[src/design/host_pkg.sv]
package host_pkg;

  // Bus widths
  localparam int ADDR_W = 14;
  localparam int DATA_W = 32;

  // L2 geometry
  localparam int NB_L2_BANKS   = 4;
  localparam int L2_BANK_WORDS = 256;
  localparam int L2_WORDS      = NB_L2_BANKS * L2_BANK_WORDS;
  localparam int BANK_SEL_W    = $clog2(NB_L2_BANKS);
  localparam int BANK_ROW_W    = $clog2(L2_BANK_WORDS);

  // Control register block
  localparam int NB_REGS   = 4;
  localparam int REG_IDX_W = $clog2(NB_REGS);
  localparam int CTRL_W    = 2;

  typedef logic [ADDR_W-1:0]     addr_t;
  typedef logic [DATA_W-1:0]     data_t;
  typedef logic [BANK_SEL_W-1:0] bank_sel_t;
  typedef logic [BANK_ROW_W-1:0] bank_row_t;
  typedef logic [REG_IDX_W-1:0]  reg_idx_t;

  // Word address map
  localparam addr_t L2_BASE  = 14'h0000;
  localparam addr_t L2_LAST  = L2_BASE + addr_t'(L2_WORDS - 1);
  localparam addr_t REG_BASE = 14'h2000;
  localparam addr_t REG_LAST = REG_BASE + addr_t'(NB_REGS - 1);

  // Register offsets inside the block
  localparam reg_idx_t REG_CTRL    = 2'd0;
  localparam reg_idx_t REG_GWT     = 2'd1;
  localparam reg_idx_t REG_EVT_CNT = 2'd2;
  localparam reg_idx_t REG_ID      = 2'd3;

  // CTRL bit positions
  localparam int CTRL_FETCH_EN_BIT = 0;
  localparam int CTRL_SA_BOOT_BIT  = 1;

  localparam data_t HOST_ID = 32'h48D0_0001;

  typedef enum logic [1:0] {TGT_NONE, TGT_L2, TGT_REG} target_e;

endpackage

[src/design/mem_req_if.sv]
`timescale 1ns/1ns

interface mem_req_if;
  import host_pkg::*;

  // Request side
  logic  req;
  logic  we;
  addr_t addr;
  data_t wdata;

  // Read response, valid one cycle after the request
  data_t rdata;
  logic  rvalid;

  modport master (
    output req,
    output we,
    output addr,
    output wdata,
    input  rdata,
    input  rvalid
  );

  modport slave (
    input  req,
    input  we,
    input  addr,
    input  wdata,
    output rdata,
    output rvalid
  );

endinterface

[src/design/host_addr_decoder.sv]
`timescale 1ns/1ns

module host_addr_decoder (
  input  logic            clk_i,
  input  logic            rst_i,
  input  logic            req_i,
  input  logic            we_i,
  input  host_pkg::addr_t addr_i,
  input  host_pkg::data_t wdata_i,
  output host_pkg::data_t rdata_o,
  output logic            rvalid_o,
  output logic            err_o,
  mem_req_if.master       l2_o,
  mem_req_if.master       reg_o
);
  import host_pkg::*;

  target_e tgt_d;
  target_e tgt_q;
  logic    err_q;
  logic    err_rd_q;

  // Address map lookup
  always_comb begin
    tgt_d = TGT_NONE;
    if ((addr_i >= L2_BASE) && (addr_i <= L2_LAST)) begin
      tgt_d = TGT_L2;
    end else if ((addr_i >= REG_BASE) && (addr_i <= REG_LAST)) begin
      tgt_d = TGT_REG;
    end
  end

  // Forward path, no added cycle
  assign l2_o.req    = req_i && (tgt_d == TGT_L2);
  assign l2_o.we     = we_i;
  assign l2_o.addr   = addr_i;
  assign l2_o.wdata  = wdata_i;

  assign reg_o.req   = req_i && (tgt_d == TGT_REG);
  assign reg_o.we    = we_i;
  assign reg_o.addr  = addr_i;
  assign reg_o.wdata = wdata_i;

  // Remember where the response of this cycle comes from
  always_ff @(posedge clk_i) begin
    if (rst_i) begin
      tgt_q    <= TGT_NONE;
      err_q    <= 1'b0;
      err_rd_q <= 1'b0;
    end else begin
      tgt_q    <= req_i ? tgt_d : TGT_NONE;
      err_q    <= req_i && (tgt_d == TGT_NONE);
      err_rd_q <= req_i && (tgt_d == TGT_NONE) && !we_i;
    end
  end

  // Response mux, unmapped reads answer with zero
  always_comb begin
    case (tgt_q)
      TGT_L2: begin
        rdata_o  = l2_o.rdata;
        rvalid_o = l2_o.rvalid;
      end
      TGT_REG: begin
        rdata_o  = reg_o.rdata;
        rvalid_o = reg_o.rvalid;
      end
      default: begin
        rdata_o  = '0;
        rvalid_o = err_rd_q;
      end
    endcase
  end

  assign err_o = err_q;

  // A target only answers in the cycle the mux listens to it
  a_resp_tracked: assert property (@(posedge clk_i) disable iff (rst_i)
    (l2_o.rvalid -> (tgt_q == TGT_L2)) && (reg_o.rvalid -> (tgt_q == TGT_REG)));

endmodule

[src/flat_wrapper.sv]
// flat-port wrapper written by rule: the top's interface ports become plain ports
module host_addr_decoder_flat import host_pkg::*;
  (clk_i, rst_i, req_i, we_i, addr_i, wdata_i, rdata_o, rvalid_o, err_o, l2_o_req, l2_o_we, l2_o_addr, l2_o_wdata, l2_o_rdata, l2_o_rvalid, reg_o_req, reg_o_we, reg_o_addr, reg_o_wdata, reg_o_rdata, reg_o_rvalid);
  mem_req_if l2_o_i ();
  mem_req_if reg_o_i ();
  input  logic clk_i;
  input  logic rst_i;
  input  logic req_i;
  input  logic we_i;
  input  host_pkg::addr_t addr_i;
  input  host_pkg::data_t wdata_i;
  output host_pkg::data_t rdata_o;
  output logic rvalid_o;
  output logic err_o;
  output wire logic [$bits(l2_o_i.req)-1:0] l2_o_req;
  output wire logic [$bits(l2_o_i.we)-1:0] l2_o_we;
  output wire logic [$bits(l2_o_i.addr)-1:0] l2_o_addr;
  output wire logic [$bits(l2_o_i.wdata)-1:0] l2_o_wdata;
  input wire logic [$bits(l2_o_i.rdata)-1:0] l2_o_rdata;
  input wire logic [$bits(l2_o_i.rvalid)-1:0] l2_o_rvalid;
  output wire logic [$bits(reg_o_i.req)-1:0] reg_o_req;
  output wire logic [$bits(reg_o_i.we)-1:0] reg_o_we;
  output wire logic [$bits(reg_o_i.addr)-1:0] reg_o_addr;
  output wire logic [$bits(reg_o_i.wdata)-1:0] reg_o_wdata;
  input wire logic [$bits(reg_o_i.rdata)-1:0] reg_o_rdata;
  input wire logic [$bits(reg_o_i.rvalid)-1:0] reg_o_rvalid;
  assign l2_o_req = l2_o_i.req;
  assign l2_o_we = l2_o_i.we;
  assign l2_o_addr = l2_o_i.addr;
  assign l2_o_wdata = l2_o_i.wdata;
  assign l2_o_i.rdata = l2_o_rdata;
  assign l2_o_i.rvalid = l2_o_rvalid;
  assign reg_o_req = reg_o_i.req;
  assign reg_o_we = reg_o_i.we;
  assign reg_o_addr = reg_o_i.addr;
  assign reg_o_wdata = reg_o_i.wdata;
  assign reg_o_i.rdata = reg_o_rdata;
  assign reg_o_i.rvalid = reg_o_rvalid;
  host_addr_decoder u_core (.clk_i(clk_i), .rst_i(rst_i), .req_i(req_i), .we_i(we_i), .addr_i(addr_i), .wdata_i(wdata_i), .rdata_o(rdata_o), .rvalid_o(rvalid_o), .err_o(err_o), .l2_o(l2_o_i), .reg_o(reg_o_i));
endmodule
[config.mk]
export PLATFORM = sky130hd
export DESIGN_NAME = host_addr_decoder_flat
export DESIGN_NICKNAME = d
export VERILOG_FILES = /design/src/design/host_pkg.sv /design/src/design/mem_req_if.sv /design/src/design/host_addr_decoder.sv /design/src/flat_wrapper.sv
export SDC_FILE = /design/constraint.sdc
export NUM_CORES = 1
export LEC_CHECK = 0
export ABC_CLOCK_PERIOD_IN_PS = 1800
export BUFFER_PORTS_ARGS = -buffer_cell sky130_fd_sc_hd__buf_4
export CELL_PAD_IN_SITES_DETAIL_PLACEMENT = 0
export CELL_PAD_IN_SITES_GLOBAL_PLACEMENT = 1
export CORE_MARGIN = 2
export CORE_UTILIZATION = 16
export CTS_CLUSTER_SIZE = 25
export DETAILED_ROUTE_END_ITERATION = 12
export GPL_TIMING_DRIVEN = 0
export PLACE_DENSITY_LB_ADDON = 0.1
export SLEW_MARGIN = 40
export SYNTH_ARGS = -nofsm -noshare
export SYNTH_HDL_FRONTEND = slang
export SYNTH_SLANG_ARGS = --single-unit
[constraint.sdc]
create_clock -name clk_i -period 1.8 [get_ports clk_i]
set_input_delay 0.09 -clock clk_i [delete_from_list [all_inputs] [get_ports clk_i]]
set_output_delay 0.09 -clock clk_i [all_outputs]
set_load 0.01 [all_outputs]
==> metrics.txt, run 1 <==
status=completed; Critical Path Fanout Max=10; CP endpoint kind=output port; kind of critical path=reg -> out; sw frac=between 20% and 30%; clk sinks=4; Pint=a little over 600 uW; multiplexer area fraction after synthesis=0%; CTS H-Tree Depth=1; startpoint types=register; worst hold stages=2; Post-CTS Setup Bufs=0; Clock power frac=between 20% and 30%; Final min period=between 1500 and 2000 ps; vias in the first global route=between 1500 and 2000; peak supply drop=around 0.29 mV; setup_tns=0 ps; slowest stage cell, crit path=dfxtp_1; Port Buffers=211; largest net degree at the start of global routing=11; Worst-path clk slew=roughly 30 ps; top cell family by delay on the critical path=buffers and inverters; # setup viols final=0; RSZ-0062 raised after global routing=true; Arr. time, crit path=around 1600 ps; Synth Instances=~200; post-route insts no fill=513; initial antenna violation count=0; Sw Pwr=about 210 uW; leakage power figure=1.663 nW; max_cap viols=0; Max Freq=around 0.6 GHz; Synth-to-Final Area Change=132.8%; die area=~9100 um2; ANT cells=0; Die W=between 90 and 100 um; HP Start=rst_i; Flop pwr share=~11%; Post-Synthesis Cell Area=around 1300 um2; max_slew headroom=70.26%; syn_area_per_cell=approximately 7 um2; drt initial violations=48; Logic pwr share=roughly 66%; worst hold path class=in -> reg; syn nets=313; via count=1937; post-placement cell area=between 3000 and 4000 um2; total power=818.9 uW; Die Span Y=~95 um; Fill cells=861; Min-Delay Endpoint=u_core.tgt_q[0]; synthesis-stage register bit count=4; Starting Density=between 10% and 20%; Critical Path RT=roughly 1700 ps; Setup WS pre-CTS=approximately 130 ps; fin nets=528; post-route cell area=between 3000 and 4000 um2; Top Ports=around 250; Worst Path Buf+Inv=4; Synth Area in Simple Gates=between 10% and 20%; drt first pass iters=4; Avg WL per Cell=between 10 and 15 um; DR vias/cell=3.776; Post-Place Cells=511; final hold violation count=0; Crit path largest cell delay=between 300 and 400 ps; Synth Area in Compound Gates=19.00%; DRT antenna net count=0; CTS tree=built; detailed-route DRC error count=0; largest family of logic cells by synthesized area=buffers and inverters; part of the cycle the worst path needs=90.91%; first-pass GRT wire length=8459 um; worst-path cell chain=inv_1, ha_1, clkbuf_1, buf_2, a22oi_1, nor2_1, buf_4; PD cells=roughly 260 nW/um2; cts bufs inserted=3; Synth Area in XOR/XNOR=0%; Synth Area in Adders=under 10%; clk root buf=clkbuf_8; GPL Wtd Cong=about 0.7; GRT Overall Usage=a little under an eighth; post-synth cell types=17; post-synthesis sequential area ratio=about 6%; Least-Margin Pin Slew=approximately 440 ps; DPL Wire Length=approximately 5300 um; final WL=5994 um; setup ws final=roughly 160 ps; share of cells above drive strength 1=approximately 78%; Overflow after GRT=0; Slew Viols, Final=0; std cell rows=33; core area=between 8000 and 9000 um2; synth warn=0; maximum clock insertion buffer count=2
-- sequential cells by signal, indices dropped and copies added, names as in the netlist --
name / count
u_core.err_o: 1
u_core.err_rd_q: 1
u_core.tgt_q: 2
-- cell type report --
class	instances	area (um2)	share of cell area, %
Buffer	105	768.2	24.81
Inverter	3	11.26	0.3636
Multi-Input combinational cell	82	480.5	15.52
Clock buffer	3	41.29	1.333
Timing Repair Buffer	211	1584	51.15
Tap cell	105	131.4	4.242
Sequential cell	4	80.08	2.586
-- worst max-delay path by stage --
stage	to	startpoint	slack, ps	depth (start not counted)
final	rdata_o[30]	u_core.tgt_q[0]	160	7
after global routing	rdata_o[9]	u_core.tgt_q[1]	-10	7
after CTS	rdata_o[10]	u_core.tgt_q[0]	50	6
after detailed placement	rdata_o[10]	u_core.tgt_q[0]	130	6
after global placement	rdata_o[13]	u_core.tgt_q[0]	160	6
after floorplan	rdata_o[0]	u_core.tgt_q[0]	510	5
-- through the flow --
stage | utilization [%] | hold WS, ps
CTS | 37.99 | 45.56
global route | 38.07 | 42.86
global placement | 37.44 | 272.6
finish | 38.07 | 47.92
detailed placement | 37.44 | 268.3
floorplan | - | 167.1
-- synthesized netlist by cell type, drive strengths merged --
cell type    n  area share (%)
a22oi       33              19
clkbuf       6             1.7
o21ai        1            0.38
ha           2             1.9
inv          3            0.85
or4          1            0.85
nor4         2            0.94
nor2        35             9.9
nand3b       1            0.56
nand3        1            0.38
and3         2            0.94
buf        100              55
dfxtp        4             6.0
nor4b        1            0.66
nand2        1            0.28
nor3         2            0.75
-- power groups by stage --
stage | sequential [mW] | combinational [mW] | clock, mW
after floorplan | 0.0942 | 0.230 | 0
after global placement | 0.0937 | 0.543 | 0
after detailed placement | 0.0937 | 0.546 | 0
after CTS | 0.0927 | 0.547 | 0.189
after global routing | 0.0928 | 0.582 | 0.199
final | 0.0928 | 0.541 | 0.185
-- kinds of logic after synthesis --
logic type / after synthesis
compound gates: 34
flops: 4
fa+ha+maj: 2
buf+inv: 109
simple gates: 46
-- timing repair --
| action | in CTS | in global routing |
|---|---|---|
| hold buffers | 0 | 0 |
| gates resized for setup | 3 | 7 |
| setup endpoints to repair | 30 | 30 |
-- per-layer routing --
| metal | track usage, % | part of all wire (%) | up-vias | wire length (um) |
|---|---|---|---|---|
| li1 | - | - | 987 | - |
| met1 | 12.53 | 34 | 828 | 2044 |
| met2 | 22.48 | 53 | 122 | 3176 |
| met3 | 4.111 | 13 | 0 | 773 |
| met4 | 0.3623 | 0 | 0 | 0 |
| met5 | 0 | 0 | - | 0 |
-- cell usage in the layout (no fill, tap or decap) --
cell type  instances
clkbuf_4           4
a22oi_1           33
buf_2              5
nand3_1            1
nand3b_1           1
inv_1              3
nor2_1            35
clkbuf_8           3
ha_1               2
nand2_1            1
clkbuf_1           2
nor3_1             2
and3_1             2
dfxtp_1            4
or4_4              1
buf_4            305
nor4b_1            1
nor4_1             2
o21ai_0            1
(Power assumes the default switching activity.)
==> run 2, diff against run 1 <==
- CTS_BUF_LIST: unset -> sky130_fd_sc_hd__clkbuf_16
==> metrics.txt, run 2 (same netlist as run 1, synthesis figures left out) <==
total power=approximately 980 uW; kind of critical path=reg -> out; clk sinks=4; commonest non-fill, non-tap cell in the layout=buf_4; Avg WL per Cell=11.74 um; hold_buf cts=0; PD cells=311.3 nW/um2; startpoint types=register; cts bufs inserted=3; final core occ=38.61%; CTS tree=built; most flop-heavy register=u_core.tgt_q; CTS H-Tree Depth=1; # setup viols final=0; first-pass GRT wire length=approximately 8500 um; die area=roughly 9100 um2; clk root buf=clkbuf_16; maximum clock insertion buffer count=2; DPL Wire Length=approximately 5300 um; GPL Wtd Cong=between 0.6 and 0.7; part of the cycle the worst path needs=approximately nine tenths; vias in the first global route=around 1800; Die W=95.18 um; drt first pass iters=4; leakage power figure=about 1.7 nW; Starting Density=around 16%; GRT Overall Usage=a little under an eighth; Fill cells=856; Top Ports=around 250; RSZ-0062 raised after global routing=true; Slew Viols, Final=0; via count=between 1500 and 2000; drt initial violations=47; worst hold path class=in -> reg; Final min period=roughly 1600 ps; final WL=roughly 6000 um; Arr. time, crit path=approximately 1600 ps; DRT antenna net count=0; detailed-route DRC error count=0; Worst-path clk slew=~30 ps; Post-Place Cells=511; max_cap viols=0; CP endpoint kind=output port; ANT cells=0; status=completed; hold slack final=38.64 ps; Synth-to-Final Area Change=136.1%; Critical Path RT=1710 ps; Overflow after GRT=0; Port Buffers=between 200 and 250; post-route insts no fill=513; Die Span Y=about 95 um; Max Freq=around 0.61 GHz; initial antenna violation count=0; max FFs per register=2; std cell rows=33; share of cells above drive strength 1=between 70% and 80%; most frequent cells in the layout=305 x buf_4, 35 x nor2_1, 33 x a22oi_1; core area=8134 um2; Critical Path Fanout Max=10; largest net degree at the start of global routing=11; peak supply drop=around 0.29 mV; final hold violation count=0; DR vias/cell=about 3.8; Least-Margin Pin Slew=approximately 440 ps; max_slew headroom=around 70%; fin nets=around 530
-- run 2: changes by cell type in the layout (fill, tap and decap cells not counted) --
cell / delta
buf_2: -4
clkbuf_16: +3
clkbuf_4: +4
clkbuf_8: -3
-- run 2: critical path, cell delays in order (launching register included) --
cell and delay [ps]:
dfxtp_1 310, inv_1 50, ha_1 130, clkbuf_1 230
buf_2 260, a22oi_1 110, nor2_1 110, buf_4 130
-- run 2: power breakdown --
| part | switching (mW) | internal [mW] | total, mW | leakage [nW] |
|---|---|---|---|---|
| logic | 0.166 | 0.375 | 0.542 | 1.61 |
| registers | 0.000952 | 0.0918 | 0.0927 | 0.0327 |
| clock network | 0.0597 | 0.284 | 0.343 | 0.0370 |
| total | 0.227 | 0.751 | 0.978 | 1.68 |
-- run 2: path summary, 6_finish.rpt --
kind | startpoint | endpoint | slack, ps | cells past startpoint
worst max-delay path | u_core.tgt_q[0] | rdata_o[20] | 150 | 7
worst min-delay path | rst_i | u_core.tgt_q[0] | 40 | 2
-- run 2: layout make-up --
type / instances / area (um2) / area share (%)
inverter: 3 / 11.26 / 0.3586
clock buffer: 3 / 75.07 / 2.390
multi-input combinational: 82 / 480.5 / 15.30
tap: 105 / 131.4 / 4.183
sequential: 4 / 80.08 / 2.550
timing repair buffer: 211 / 1584 / 50.44
buffer: 105 / 778.2 / 24.78
-- run 2: routing by layer --
layer | up-vias | track usage, % | share of wire [%]
li1 | 986 | - | -
met3 | 2 | 4.111 | 13
met2 | 120 | 22.54 | 53
met4 | 0 | 1.087 | 0.17
met1 | 827 | 12.58 | 34
met5 | - | 0 | 0
-- run 2: timing repair --
item | CTS | global route
gates resized for setup | 3 | 11
setup endpoints to repair | 30 | 30
cloned | 0 | 0
buffers inserted | 0 | 0
endpoints found under the hold margin | 0 | 0
-- run 2: per-stage QoR --
stage | setup WS (ps) | cell area [um2] | setup TNS [ps]
after floorplan | 509.9 | 1330 | 0
after global placement | 156.4 | 3045 | 0
after detailed placement | 132.9 | 3045 | 0
after CTS | 43.99 | 3124 | 0
after global routing | -2.268 | 3141 | -2.268
final | 153.9 | 3141 | 0
