--- config.mk ---
export PLATFORM = sky130hd
export DESIGN_NAME = soc_ctrl_regs_flat
export DESIGN_NICKNAME = d
export VERILOG_FILES = /design/src/design/host_pkg.sv /design/src/design/mem_req_if.sv /design/src/design/soc_ctrl_regs.sv /design/src/flat_wrapper.sv
export SDC_FILE = /design/constraint.sdc
export NUM_CORES = 1
export LEC_CHECK = 0
export BUFFER_PORTS_ARGS = -buffer_cell sky130_fd_sc_hd__buf_2
export CORE_MARGIN = 8
export CORE_UTILIZATION = 51
export CTS_CLUSTER_DIAMETER = 100
export DETAILED_ROUTE_END_ITERATION = 10
export HOLD_SLACK_MARGIN = 0.1
export PLACE_DENSITY_LB_ADDON = 0.3
export SYNTH_ARGS = -nofsm -noshare
export SYNTH_HDL_FRONTEND = slang
export SYNTH_SLANG_ARGS = --single-unit
--- constraint.sdc ---
create_clock -name clk_i -period 2.3 [get_ports clk_i]
set_input_delay 0.115 -clock clk_i [delete_from_list [all_inputs] [get_ports clk_i]]
set_output_delay 0.115 -clock clk_i [all_outputs]
set_load 0.03 [all_outputs]
--- src/design/host_pkg.sv ---
package host_pkg;

  // Bus widths
  localparam int ADDR_W = 14;
  localparam int DATA_W = 32;

  // L2 geometry
  localparam int NB_L2_BANKS   = 4;
  localparam int L2_BANK_WORDS = 256;
  localparam int L2_WORDS      = NB_L2_BANKS * L2_BANK_WORDS;
  localparam int BANK_SEL_W    = $clog2(NB_L2_BANKS);
  localparam int BANK_ROW_W    = $clog2(L2_BANK_WORDS);

  // Control register block
  localparam int NB_REGS   = 4;
  localparam int REG_IDX_W = $clog2(NB_REGS);
  localparam int CTRL_W    = 2;

  typedef logic [ADDR_W-1:0]     addr_t;
  typedef logic [DATA_W-1:0]     data_t;
  typedef logic [BANK_SEL_W-1:0] bank_sel_t;
  typedef logic [BANK_ROW_W-1:0] bank_row_t;
  typedef logic [REG_IDX_W-1:0]  reg_idx_t;

  // Word address map
  localparam addr_t L2_BASE  = 14'h0000;
  localparam addr_t L2_LAST  = L2_BASE + addr_t'(L2_WORDS - 1);
  localparam addr_t REG_BASE = 14'h2000;
  localparam addr_t REG_LAST = REG_BASE + addr_t'(NB_REGS - 1);

  // Register offsets inside the block
  localparam reg_idx_t REG_CTRL    = 2'd0;
  localparam reg_idx_t REG_GWT     = 2'd1;
  localparam reg_idx_t REG_EVT_CNT = 2'd2;
  localparam reg_idx_t REG_ID      = 2'd3;

  // CTRL bit positions
  localparam int CTRL_FETCH_EN_BIT = 0;
  localparam int CTRL_SA_BOOT_BIT  = 1;

  localparam data_t HOST_ID = 32'h48D0_0001;

  typedef enum logic [1:0] {TGT_NONE, TGT_L2, TGT_REG} target_e;

endpackage

--- src/design/mem_req_if.sv ---
`timescale 1ns/1ns

interface mem_req_if;
  import host_pkg::*;

  // Request side
  logic  req;
  logic  we;
  addr_t addr;
  data_t wdata;

  // Read response, valid one cycle after the request
  data_t rdata;
  logic  rvalid;

  modport master (
    output req,
    output we,
    output addr,
    output wdata,
    input  rdata,
    input  rvalid
  );

  modport slave (
    input  req,
    input  we,
    input  addr,
    input  wdata,
    output rdata,
    output rvalid
  );

endinterface

--- src/design/soc_ctrl_regs.sv ---
`timescale 1ns/1ns

module soc_ctrl_regs (
  input  logic            clk_i,
  input  logic            rst_i,
  mem_req_if.slave        bus_i,
  input  logic            evt_pulse_i,
  input  host_pkg::data_t gwt_cfg_i,
  input  logic            gwt_cfg_ie_i,
  output host_pkg::data_t gwt_cfg_o,
  output logic            cluster_fetch_en_o,
  output logic            cluster_en_sa_boot_o
);
  import host_pkg::*;

  reg_idx_t          reg_idx;
  logic              wr_en;
  logic              rd_en;
  logic [CTRL_W-1:0] ctrl_q;
  data_t             gwt_q;
  data_t             evt_cnt_q;
  data_t             rdata_d;
  data_t             rdata_q;
  logic              rvalid_q;

  assign reg_idx = reg_idx_t'(bus_i.addr - REG_BASE);
  assign wr_en   = bus_i.req && bus_i.we;
  assign rd_en   = bus_i.req && !bus_i.we;

  // CTRL keeps only the two enable bits
  always_ff @(posedge clk_i) begin
    if (rst_i) begin
      ctrl_q <= '0;
    end else if (wr_en && (reg_idx == REG_CTRL)) begin
      ctrl_q <= bus_i.wdata[CTRL_W-1:0];
    end
  end

  // External load beats a bus write
  always_ff @(posedge clk_i) begin
    if (rst_i) begin
      gwt_q <= '0;
    end else if (gwt_cfg_ie_i) begin
      gwt_q <= gwt_cfg_i;
    end else if (wr_en && (reg_idx == REG_GWT)) begin
      gwt_q <= bus_i.wdata;
    end
  end

  // Cluster event count, any write clears it
  always_ff @(posedge clk_i) begin
    if (rst_i) begin
      evt_cnt_q <= '0;
    end else if (wr_en && (reg_idx == REG_EVT_CNT)) begin
      evt_cnt_q <= '0;
    end else if (evt_pulse_i) begin
      evt_cnt_q <= evt_cnt_q + 1'b1;
    end
  end

  // Read mux
  always_comb begin
    case (reg_idx)
      REG_CTRL:    rdata_d = data_t'(ctrl_q);
      REG_GWT:     rdata_d = gwt_q;
      REG_EVT_CNT: rdata_d = evt_cnt_q;
      REG_ID:      rdata_d = HOST_ID;
      default:     rdata_d = '0;
    endcase
  end

  always_ff @(posedge clk_i) begin
    if (rd_en) begin
      rdata_q <= rdata_d;
    end
  end

  always_ff @(posedge clk_i) begin
    if (rst_i) begin
      rvalid_q <= 1'b0;
    end else begin
      rvalid_q <= rd_en;
    end
  end

  assign bus_i.rdata  = rdata_q;
  assign bus_i.rvalid = rvalid_q;

  assign gwt_cfg_o            = gwt_q;
  assign cluster_fetch_en_o   = ctrl_q[CTRL_FETCH_EN_BIT];
  assign cluster_en_sa_boot_o = ctrl_q[CTRL_SA_BOOT_BIT];

  // Only addresses of the register window reach this block
  a_addr_in_window: assert property (@(posedge clk_i) disable iff (rst_i)
    bus_i.req |-> ((bus_i.addr >= REG_BASE) && (bus_i.addr <= REG_LAST)));

endmodule

--- src/flat_wrapper.sv ---
// flat-port wrapper written by rule: the top's interface ports become plain ports
module soc_ctrl_regs_flat import host_pkg::*;
  (clk_i, rst_i, evt_pulse_i, gwt_cfg_i, gwt_cfg_ie_i, gwt_cfg_o, cluster_fetch_en_o, cluster_en_sa_boot_o, bus_i_req, bus_i_we, bus_i_addr, bus_i_wdata, bus_i_rdata, bus_i_rvalid);
  mem_req_if bus_i_i ();
  input  logic clk_i;
  input  logic rst_i;
  input  logic evt_pulse_i;
  input  host_pkg::data_t gwt_cfg_i;
  input  logic gwt_cfg_ie_i;
  output host_pkg::data_t gwt_cfg_o;
  output logic cluster_fetch_en_o;
  output logic cluster_en_sa_boot_o;
  input wire logic [$bits(bus_i_i.req)-1:0] bus_i_req;
  input wire logic [$bits(bus_i_i.we)-1:0] bus_i_we;
  input wire logic [$bits(bus_i_i.addr)-1:0] bus_i_addr;
  input wire logic [$bits(bus_i_i.wdata)-1:0] bus_i_wdata;
  output wire logic [$bits(bus_i_i.rdata)-1:0] bus_i_rdata;
  output wire logic [$bits(bus_i_i.rvalid)-1:0] bus_i_rvalid;
  assign bus_i_i.req = bus_i_req;
  assign bus_i_i.we = bus_i_we;
  assign bus_i_i.addr = bus_i_addr;
  assign bus_i_i.wdata = bus_i_wdata;
  assign bus_i_rdata = bus_i_i.rdata;
  assign bus_i_rvalid = bus_i_i.rvalid;
  soc_ctrl_regs u_core (.clk_i(clk_i), .rst_i(rst_i), .bus_i(bus_i_i), .evt_pulse_i(evt_pulse_i), .gwt_cfg_i(gwt_cfg_i), .gwt_cfg_ie_i(gwt_cfg_ie_i), .gwt_cfg_o(gwt_cfg_o), .cluster_fetch_en_o(cluster_fetch_en_o), .cluster_en_sa_boot_o(cluster_en_sa_boot_o));
endmodule
==> flow_summary_export.csv, run 1 <==
group,metric,value,unit
yosys,syn_area_per_cell,10.8,um^2
route,dr.pass1.iters,4,
setup_path,crit_fanout,16,
setup_path,critPathLaunchType,"flip-flop",
placement,placed_area,5320,um^2
sta,rsz0062_at_grt,"false",
setup_path,cp.arrival,2.22,ns
yosys,synth_top_family_by_area,"simple AND/OR/NAND/NOR gates",
placement,place.gp.congestion,0.843,
cts,cts_buffers,9,
finish,multiInputGateArea,2110,um^2
yosys,netlist_area,4560,um^2
yosys,synth.distinct_cells,39,
floorplan,die-width,111,um
yosys,synth_edf_count,32,
yosys,synth_ff_type,"dfxtp_1",
floorplan,die-area,12200,um^2
sta,totalNegativeSetupSlack,0,ns
finish,syn_to_final_growth,28.9,%
route,first_iter_violations,312,
finish,drive_gt1_frac,0.344,
finish,design_area,5870,um^2
yosys,synth_compound_area_frac,0.111,
sta,finClkSkew,0.0155,ns
grt,grt_pass1_vias,3905,
grt,grt_pass1_wl,21200,um
sta,setup_viol,0,
yosys,synth_xor_area_frac,0.0211,
yosys,synth_top_cell_by_area,"dfxtp_1",
sta,final-max-slew-violation-count,0,
route,wl_per_cell,19.0,um
cts,ctsResizeCount,0,
grt,grt_max_degree,37,
grt,grt.total_usage,0.210,
yosys,ys_top_cells_by_area,"dfxtp_1 (29%), edfxtp_1 (21%), mux2i_1 (7.9%)",
yosys,yosys.area_share.simple,0.168,
pwr,leakage,2.51,nW
finish,utilization,0.677,
yosys,synth_warnings,0,
sta,min_period,1.95,ns
sta,relSlewSlack,0.540,
yosys,synth_top_area_frac,0.294,
cts,clockRootBuffer,"clkbuf_8",
pwr,power.density,623,nW/um^2
setup_path,worstSetupPathType,"flip-flop to flip-flop",
route,drcViolationCount,0,
cts,clock_path_buffers,2,
grt,antenna_found_initial,0,
hold_path,hold_class,"input pin to flip-flop",
yosys,synth_nets,508,
floorplan,io_pins,151,
route,routed_wl,13300,um
sta,hold_ws,0.118,ns
floorplan,placementRows,34,
finish,seqCellArea,2300,um^2
grt,grt.overflow.total,0,
floorplan,die_height,111,um
yosys,synth_most_common_cell,"dfxtp_1",
yosys,yosysSeqAreaShare,0.505,
sta,timing.final.ws_setup,0.354,ns
sta,fmax,514,MHz
setup_path,critPathCaptureType,"flip-flop",
run,drv_cap,0,
yosys,yosys-mux-area-fraction,0.158,
cts,path_clk_slew,0.10,ns
yosys,yosys.area_share.adder,0.00274,
route,num_vias,3990,
finish,layout.nets,670,
floorplan,start_util,0.525,
finish,n_antenna_cell,0,
yosys,synth_commonest_cells,"dfxtp_1 (67), nor2_1 (56), mux2i_1 (36), edfxtp_1 (32), mux2_2 (32)",
cts,ctsHoldBuffers,34,
sta,timing_hold_violations_final,0,
cts,cts_tree,"yes",
cts,cts.sinks,99,
outcome,status,"complete, no violations",
cts,cts_setup_buffers,0,
finish,fill_cells,671,
cts,clk_latency,0.36,ns
yosys,netlist_instances,423,
yosys,ys_ff_latch,99,
yosys,async_flop_share,0,
cts,h-tree-depth,3,
sta,period_share,0.846,
setup_path,crit_required,2.58,ns
sta,worst_pin_slew,0.690,ns
route,avgViaCountPerCell,5.72,
placement,dp_hpwl,9270,um
floorplan,fp.coreArea,8680,um^2
placement,place_ws,0.376,ns
pwr,irDropWorstVdd,0.000307,V
route,antenna_left,0,
placement,io_buffers,138,
registers in the layout, summed over array words and instances, names as in the netlist:
| name | flops |
|---|---|
| u_core.bus_i.rvalid | 1 |
| u_core.gwt_cfg_o | 32 |
| u_core.ctrl_q | 2 |
| u_core.bus_i.rdata | 32 |
| u_core.evt_cnt_q | 32 |
metal layers:
metal | GRT usage | share of wire
met1 | 0.269 | 0.43
met2 | 0.341 | 0.49
met3 | 0.0465 | 0.063
met4 | 0.0757 | 0.017
met5 | 0 | 0
power by group:
group,switching [mW],internal [mW],total (mW)
Clock,0.596,0.616,1.21
Combinational,0.314,0.224,0.539
Sequential,0.0428,1.87,1.91
Total,0.953,2.71,3.66
area by class of cell:
class	instances	share of cell area
timing repair buffer	179	0.187
tap	108	0.0230
inverter	4	0.00256
clock buffer	10	0.0217
clock inverter	6	0.0149
sequential	99	0.392
multi-input combinational	292	0.359
layout by cell type (no fill, tap or decap), drive strengths merged, types with 8 or more instances in the layout:
master	instances
or4	9
or3	8
o21ai	9
buf	145
mux2	32
dfxtp	67
and4	9
a22o	25
dlygate4sd3	34
nand3	10
a21oi	25
nand4	14
o31ai	10
nor2	56
edfxtp	32
mux2i	36
clkbuf	10
nand2	12
worst max-delay path, stage by stage, from the launching register on:
cell     delay (ns)
dfxtp_1        0.42
ha_1           0.25
and4_1         0.26
nand4_4        0.22
or4_1          0.56
a21oi_1        0.16
final timing paths:
check	start	end	slack, ns	depth (start not counted)
worst max-delay path	u_core.evt_cnt_q[0]	u_core.evt_cnt_q[20]	0.35	5
worst min register to register	u_core.evt_cnt_q[31]	u_core.evt_cnt_q[31]	0.51	2
worst max register to register	u_core.evt_cnt_q[0]	u_core.evt_cnt_q[20]	0.35	5
worst min-delay path	bus_i_wdata[28]	u_core.gwt_cfg_o[28]	0.12	4
through the flow:
stage	std cells	power [mW]
after floorplan	423	2.26
after global placement	648	2.42
after detailed placement	648	2.44
after CTS	698	3.66
after global routing	698	3.78
final	698	3.66
cells by family after synthesis:
kind of cell,Yosys count
and+or+nand+nor,138
DFF,99
AOI/OAI and AO/OA,74
muxes,68
buffers and inverters,32
xor gates and xnor gates,11
adders and majority gates,1
(Power assumes the default switching activity.)
==> run 2: changes to the inputs <==
--- a/config.mk
+++ b/config.mk
@@ -5,9 +5,10 @@
 export SDC_FILE = /design/constraint.sdc
 export NUM_CORES = 1
 export LEC_CHECK = 0
+export ABC_AREA = 1
 export BUFFER_PORTS_ARGS = -buffer_cell sky130_fd_sc_hd__buf_2
 export CORE_MARGIN = 8
-export CORE_UTILIZATION = 51
+export CORE_UTILIZATION = 46
 export CTS_CLUSTER_DIAMETER = 100
 export DETAILED_ROUTE_END_ITERATION = 10
 export HOLD_SLACK_MARGIN = 0.1
==> constraint.sdc (replaced) <==
create_clock -name clk_i -period 1.7 [get_ports clk_i]
set_input_delay 0.085 -clock clk_i [delete_from_list [all_inputs] [get_ports clk_i]]
set_output_delay 0.085 -clock clk_i [all_outputs]
set_load 0.03 [all_outputs]
==> flow_summary_export.csv, run 2 <==
group,metric,value,unit
outcome,status,"complete, no violations",
placement,io_buffers,138,
grt,grt.overflow.total,0,
run,drv_cap,0,
route,avgViaCountPerCell,5.10,
sta,totalNegativeSetupSlack,0,ns
route,wl_per_cell,15.1,um
yosys,synth_top_cell_by_area,"dfxtp_1",
finish,syn_to_final_growth,35.2,%
setup_path,crit_path_max_incr_delay,0.39,ns
hold_path,hold_class,"input pin to flip-flop",
placement,place.gp.congestion,0.936,
setup_path,crit_required,1.96,ns
route,drcViolationCount,0,
setup_path,crit_family,"simple AND/OR/NAND/NOR gates",
pwr,power.density,791,nW/um^2
yosys,synth.distinct_cells,32,
grt,grt_pass1_wl,24000,um
setup_path,crit_path_frequent_cell,"nor2_1",
setup_path,cp.arrival,1.84,ns
cts,clk_latency,0.37,ns
setup_path,crit_path_cell_trace,"ha_1 -> nand3_2 -> nor2_1 -> nand2_2 -> nor2_4 -> nand3_1 -> nand2_1 -> nor2_1",
grt,grt_pass1_vias,5075,
yosys,netlist_area,4760,um^2
floorplan,fp.coreArea,10200,um^2
finish,fill_cells,886,
finish,layout_common_cells,"nand2_1 (183), buf_2 (137), nor2_1 (113), dfxtp_1 (66), dlygate4sd3_1 (65)",
floorplan,start_util,0.467,
cts,cts_tree,"yes",
yosys,synth_commonest_cells,"nand2_1 (184), nor2_1 (115), dfxtp_1 (67), o21ai_0 (56), inv_1 (42)",
cts,cts.sinks,99,
sta,finClkSkew,0.0133,ns
finish,multiInputGateArea,2130,um^2
setup_path,critPathCaptureType,"flip-flop",
setup_path,worstSetupPathType,"flip-flop to flip-flop",
yosys,ys_ff_latch,99,
finish,stdcell_count,981,
floorplan,die_height,118,um
setup_path,crit_buf_inv,0,
setup_path,critPathSlowestCell,"dfxtp_1",
yosys,netlist_instances,639,
sta,relSlewSlack,0.488,
sta,timing_hold_violations_final,0,
finish,layout.nets,924,
route,num_vias,5006,
route,first_iter_violations,332,
floorplan,die-area,13900,um^2
placement,dpl.cell_count,896,
yosys,ys_top_cells_by_area,"dfxtp_1 (28%), edfxtp_1 (20%), nand2_1 (15%)",
yosys,yosysSeqAreaShare,0.484,
route,antenna_left,0,
yosys,syn_area_per_cell,7.45,um^2
yosys,async_flop_share,0,
cts,cts_buffers,9,
finish,seqCellArea,2300,um^2
cts,clockRootBuffer,"clkbuf_8",
pwr,leakage,2.86,nW
grt,grt.total_usage,0.210,
sta,worst_pin_slew,0.767,ns
yosys,synth_most_common_cell,"nand2_1",
sta,setup_viol,0,
yosys,synth_edf_count,32,
finish,utilization,0.632,
setup_path,critPathLaunchType,"flip-flop",
sta,fmax,632,MHz
yosys,synth_ff_type,"dfxtp_1",
cts,clock_path_buffers,2,
yosys,synth_nets,724,
floorplan,io_pins,151,
pwr,irDropWorstVdd,0.000494,V
yosys,synth_warnings,0,
finish,final_common_cell,"nand2_1",
cts,path_clk_slew,0.09,ns
route,dr.pass1.iters,5,
floorplan,placementRows,37,
grt,antenna_found_initial,1,
sta,final-max-slew-violation-count,0,
finish,drive_gt1_frac,0.230,
route,routed_wl,14800,um
cts,h-tree-depth,3,
placement,dp_hpwl,10600,um
floorplan,die-width,118,um
sta,rsz0062_at_grt,"false",
grt,grt_max_degree,33,
sta,min_period,1.58,ns
yosys,synth_top_area_frac,0.282,
sta,period_share,0.930,
setup_path,crit_fanout,5,
[run 2: cells by family (layout without fill, tap and decap cells)]
group | count (synthesis) | count (layout) | share of synthesized area
compound gates | 96 | 96 | 0.112
xor+xnor | 3 | 3 | 0.00552
fa+ha+maj | 1 | 1 | 0.00263
buf+inv | 73 | 278 | 0.0699
flops | 99 | 99 | 0.484
other cells | 0 | 1 | 0
simple gates | 367 | 367 | 0.326
[run 2: repair_timing]
| action | CTS | global route |
|---|---|---|
| hold buffers | 66 | 0 |
| hold endpoints to repair | 37 | 0 |
| setup buffers | 0 | 2 |
| setup endpoints to repair | 0 | 8 |
| gates resized for setup | 0 | 5 |
[run 2: final timing paths]
| check | from | end | slack, ns | cells past startpoint |
|---|---|---|---|---|
| max | u_core.evt_cnt_q[0] | u_core.evt_cnt_q[26] | 0.12 | 8 |
| min | gwt_cfg_i[28] | u_core.gwt_cfg_o[28] | 0.11 | 5 |
| max reg2reg | u_core.evt_cnt_q[0] | u_core.evt_cnt_q[26] | 0.12 | 8 |
| min reg2reg | u_core.evt_cnt_q[31] | u_core.evt_cnt_q[31] | 0.49 | 2 |
[run 2: layer usage]
metal / share of wire / vias to the layer above / routed length (um) / track usage
li1: - / 2465 / - / -
met1: 0.40 / 2307 / 5890 / 0.239
met2: 0.50 / 206 / 7330 / 0.365
met3: 0.081 / 28 / 1200 / 0.0542
met4: 0.026 / 0 / 379 / 0.0937
met5: 0 / - / 0 / 0
[run 2: through the flow]
stage	setup slack, ns	instance area [um^2]	power [mW]	hold slack [ns]
2_1_floorplan	0.338	4760	3.11	0.154
3_3_place_gp	0.213	5540	3.34	0.291
3_5_place_dp	0.122	5540	3.36	0.297
4_1_cts	0.0440	6400	5.08	0.103
5_1_grt	0.0171	6440	5.28	0.141
6_report	0.118	6440	5.09	0.113
[run 2: cell type report]
cell class | instances | area share
flip-flops and latches | 99 | 0.358
multi-input cells | 467 | 0.331
repair buffers | 214 | 0.223
inverters | 48 | 0.0288
well taps | 136 | 0.0264
clock buffers | 10 | 0.0198
clock inverters | 6 | 0.0124
diodes | 1 | 0.000389
[run 2: worst reg2reg max path: stages (launching register included)]
cell and delay [ns]:
dfxtp_1 0.39, ha_1 0.22, nand3_2 0.12, nor2_1 0.22
nand2_2 0.13, nor2_4 0.18, nand3_1 0.09, nand2_1 0.09
nor2_1 0.04
[run 2: power by group]
part           switching [mW]  internal (mW)  total (mW)
Sequential             0.0678           2.54        2.60
Combinational           0.515          0.349       0.864
Clock                   0.803          0.818        1.62
==> run 3: changes to the inputs <==
--- a/config.mk
+++ b/config.mk
@@ -5,8 +5,8 @@
 export SDC_FILE = /design/constraint.sdc
 export NUM_CORES = 1
 export LEC_CHECK = 0
-export ABC_AREA = 1
 export BUFFER_PORTS_ARGS = -buffer_cell sky130_fd_sc_hd__buf_2
+export CORE_ASPECT_RATIO = 1.75
 export CORE_MARGIN = 8
 export CORE_UTILIZATION = 46
 export CTS_CLUSTER_DIAMETER = 100
==> flow_summary_export.csv, run 3 (synthesis gave the netlist of run 1 again) <==
group,metric,value,unit
route,first_iter_violations,198,
cts,cts.sinks,99,
cts,cts_buffers,9,
sta,finClkSkew,0.00563,ns
finish,drive_gt1_frac,0.386,
cts,cts_tree,"yes",
route,wl_per_cell,18.9,um
setup_path,rr_worst_depth,6,
cts,clock_path_buffers,2,
grt,grt.total_usage,0.211,
pwr,finalPower,5.41,mW
sta,min_period,1.65,ns
cts,h-tree-depth,3,
setup_path,critPathSlowestCell,"dlygate4sd3_1",
hold_path,hold_class,"input pin to flip-flop",
finish,syn_to_final_growth,40.1,%
route,routed_wl,14300,um
hold_path,holdPathStages,4,
grt,grt_max_degree,37,
floorplan,die-width,91.3,um
setup_path,cp.arrival,1.88,ns
floorplan,io_pins,151,
finish,final_common_cell,"buf_2",
placement,io_buffers,138,
floorplan,start_util,0.468,
finish,layout_common_cells,"buf_2 (138), dfxtp_1 (63), nor2_1 (56), dlygate4sd3_1 (46), mux2i_1 (36)",
sta,final-max-slew-violation-count,0,
sta,fmax,605,MHz
grt,grt_pass1_wl,22600,um
route,drcViolationCount,0,
sta,relSlewSlack,0.708,
grt,antenna_found_initial,1,
finish,stdcell_count,758,
placement,dpl.cell_count,694,
run,drv_cap,0,
route,num_vias,4226,
pwr,irDropWorstVdd,0.000696,V
setup_path,crit_path_cell_trace,"buf_2 -> nand4b_1 -> buf_8 -> mux2_2 -> mux2i_1 -> dlygate4sd3_1 -> nor2_1",
finish,utilization,0.656,
setup_path,worstSetupPathType,"input pin to flip-flop",
setup_path,crit_cells,7,
finish,fill_cells,757,
setup_path,crit_buf_inv,3,
grt,grt_pass1_vias,4498,
finish,layout.nets,712,
placement,dp_hpwl,10000,um
route,antenna_left,0,
finish,seqCellArea,2310,um^2
placement,place.gp.congestion,0.865,
finish,multiInputGateArea,2130,um^2
sta,period_share,0.973,
sta,setup_viol,0,
floorplan,die_height,148,um
setup_path,critPathCaptureType,"flip-flop",
placement,placed_area,5580,um^2
setup_path,crit_fanout,22,
setup_path,critPathLaunchType,"input pin",
cts,clk_latency,0.35,ns
finish,design_area,6380,um^2
outcome,status,"complete, no violations",
route,dr.pass1.iters,4,
floorplan,fp.coreArea,9730,um^2
setup_path,crit_family,"buffers and inverters",
route,avgViaCountPerCell,5.58,
pwr,leakage,2.75,nW
setup_path,crit_path_max_incr_delay,0.58,ns
grt,grt.overflow.total,0,
sta,worst_pin_slew,0.434,ns
pwr,power.density,847,nW/um^2
floorplan,die-area,13500,um^2
setup_path,crit_required,1.93,ns
cts,path_clk_slew,0.07,ns
floorplan,placementRows,48,
cts,clockRootBuffer,"clkbuf_16",
sta,rsz0062_at_grt,"true",
sta,timing_hold_violations_final,0,
[run 3: routing by layer]
metal | GRT usage | vias up | wire, um
met5 | 0 | - | 0
met3 | 0.0579 | 32 | 943
met2 | 0.411 | 162 | 7930
li1 | - | 1990 | -
met4 | 0.111 | 0 | 452
met1 | 0.188 | 2042 | 4970
[run 3: power breakdown]
group	switching, mW	internal (mW)	leakage [nW]
Sequential	0.0539	2.53	0.851
Combinational	0.443	0.354	1.77
Clock	0.885	1.14	0.135
Total	1.38	4.03	2.75
[run 3: final cells by class]
cell class	count	area share
well taps	125	0.0245
flip-flops and latches	99	0.361
clock buffers	10	0.0359
diodes	1	0.000392
repair buffers	221	0.232
clock inverters	6	0.0104
inverters	4	0.00235
multi-input cells	292	0.333
[run 3: path summary, 6_finish.rpt]
path	endpoint	startpoint	slack (ns)
worst max-delay path	u_core.gwt_cfg_o[14]	bus_i_addr[1]	0.05
worst max register to register	u_core.evt_cnt_q[24]	u_core.evt_cnt_q[1]	0.07
worst min-delay path	u_core.gwt_cfg_o[22]	bus_i_wdata[22]	0.11
worst min register to register	u_core.evt_cnt_q[20]	u_core.evt_cnt_q[20]	0.52
[run 3: stage by stage]
step	setup TNS, ns	hold WS [ns]	worst slack (ns)
5_1_grt	-0.0392	0.126	-0.0250
3_3_place_gp	0	0.315	0.0669
6_report	0	0.108	0.0466
4_1_cts	0	0.105	0.0123
2_1_floorplan	0	0.232	0.0631
3_5_place_dp	0	0.329	0.00753
[run 3: repair_timing]
item                                    CTS  global route
endpoints found under the hold margin    34             0
pin swaps                                 1             3
endpoints found under the setup margin    4            18
hold buffers                             46             0
resized for setup                         0            16
gates cloned                              0             0
buffers inserted                          0             1
[run 3: worst reg2reg max path, cell delays in order, from the launching register on]
cell,delay [ns]
dfxtp_2,0.33
ha_2,0.18
and4_4,0.24
nand4_4,0.15
buf_6,0.18
or3_1,0.34
a21oi_1,0.15
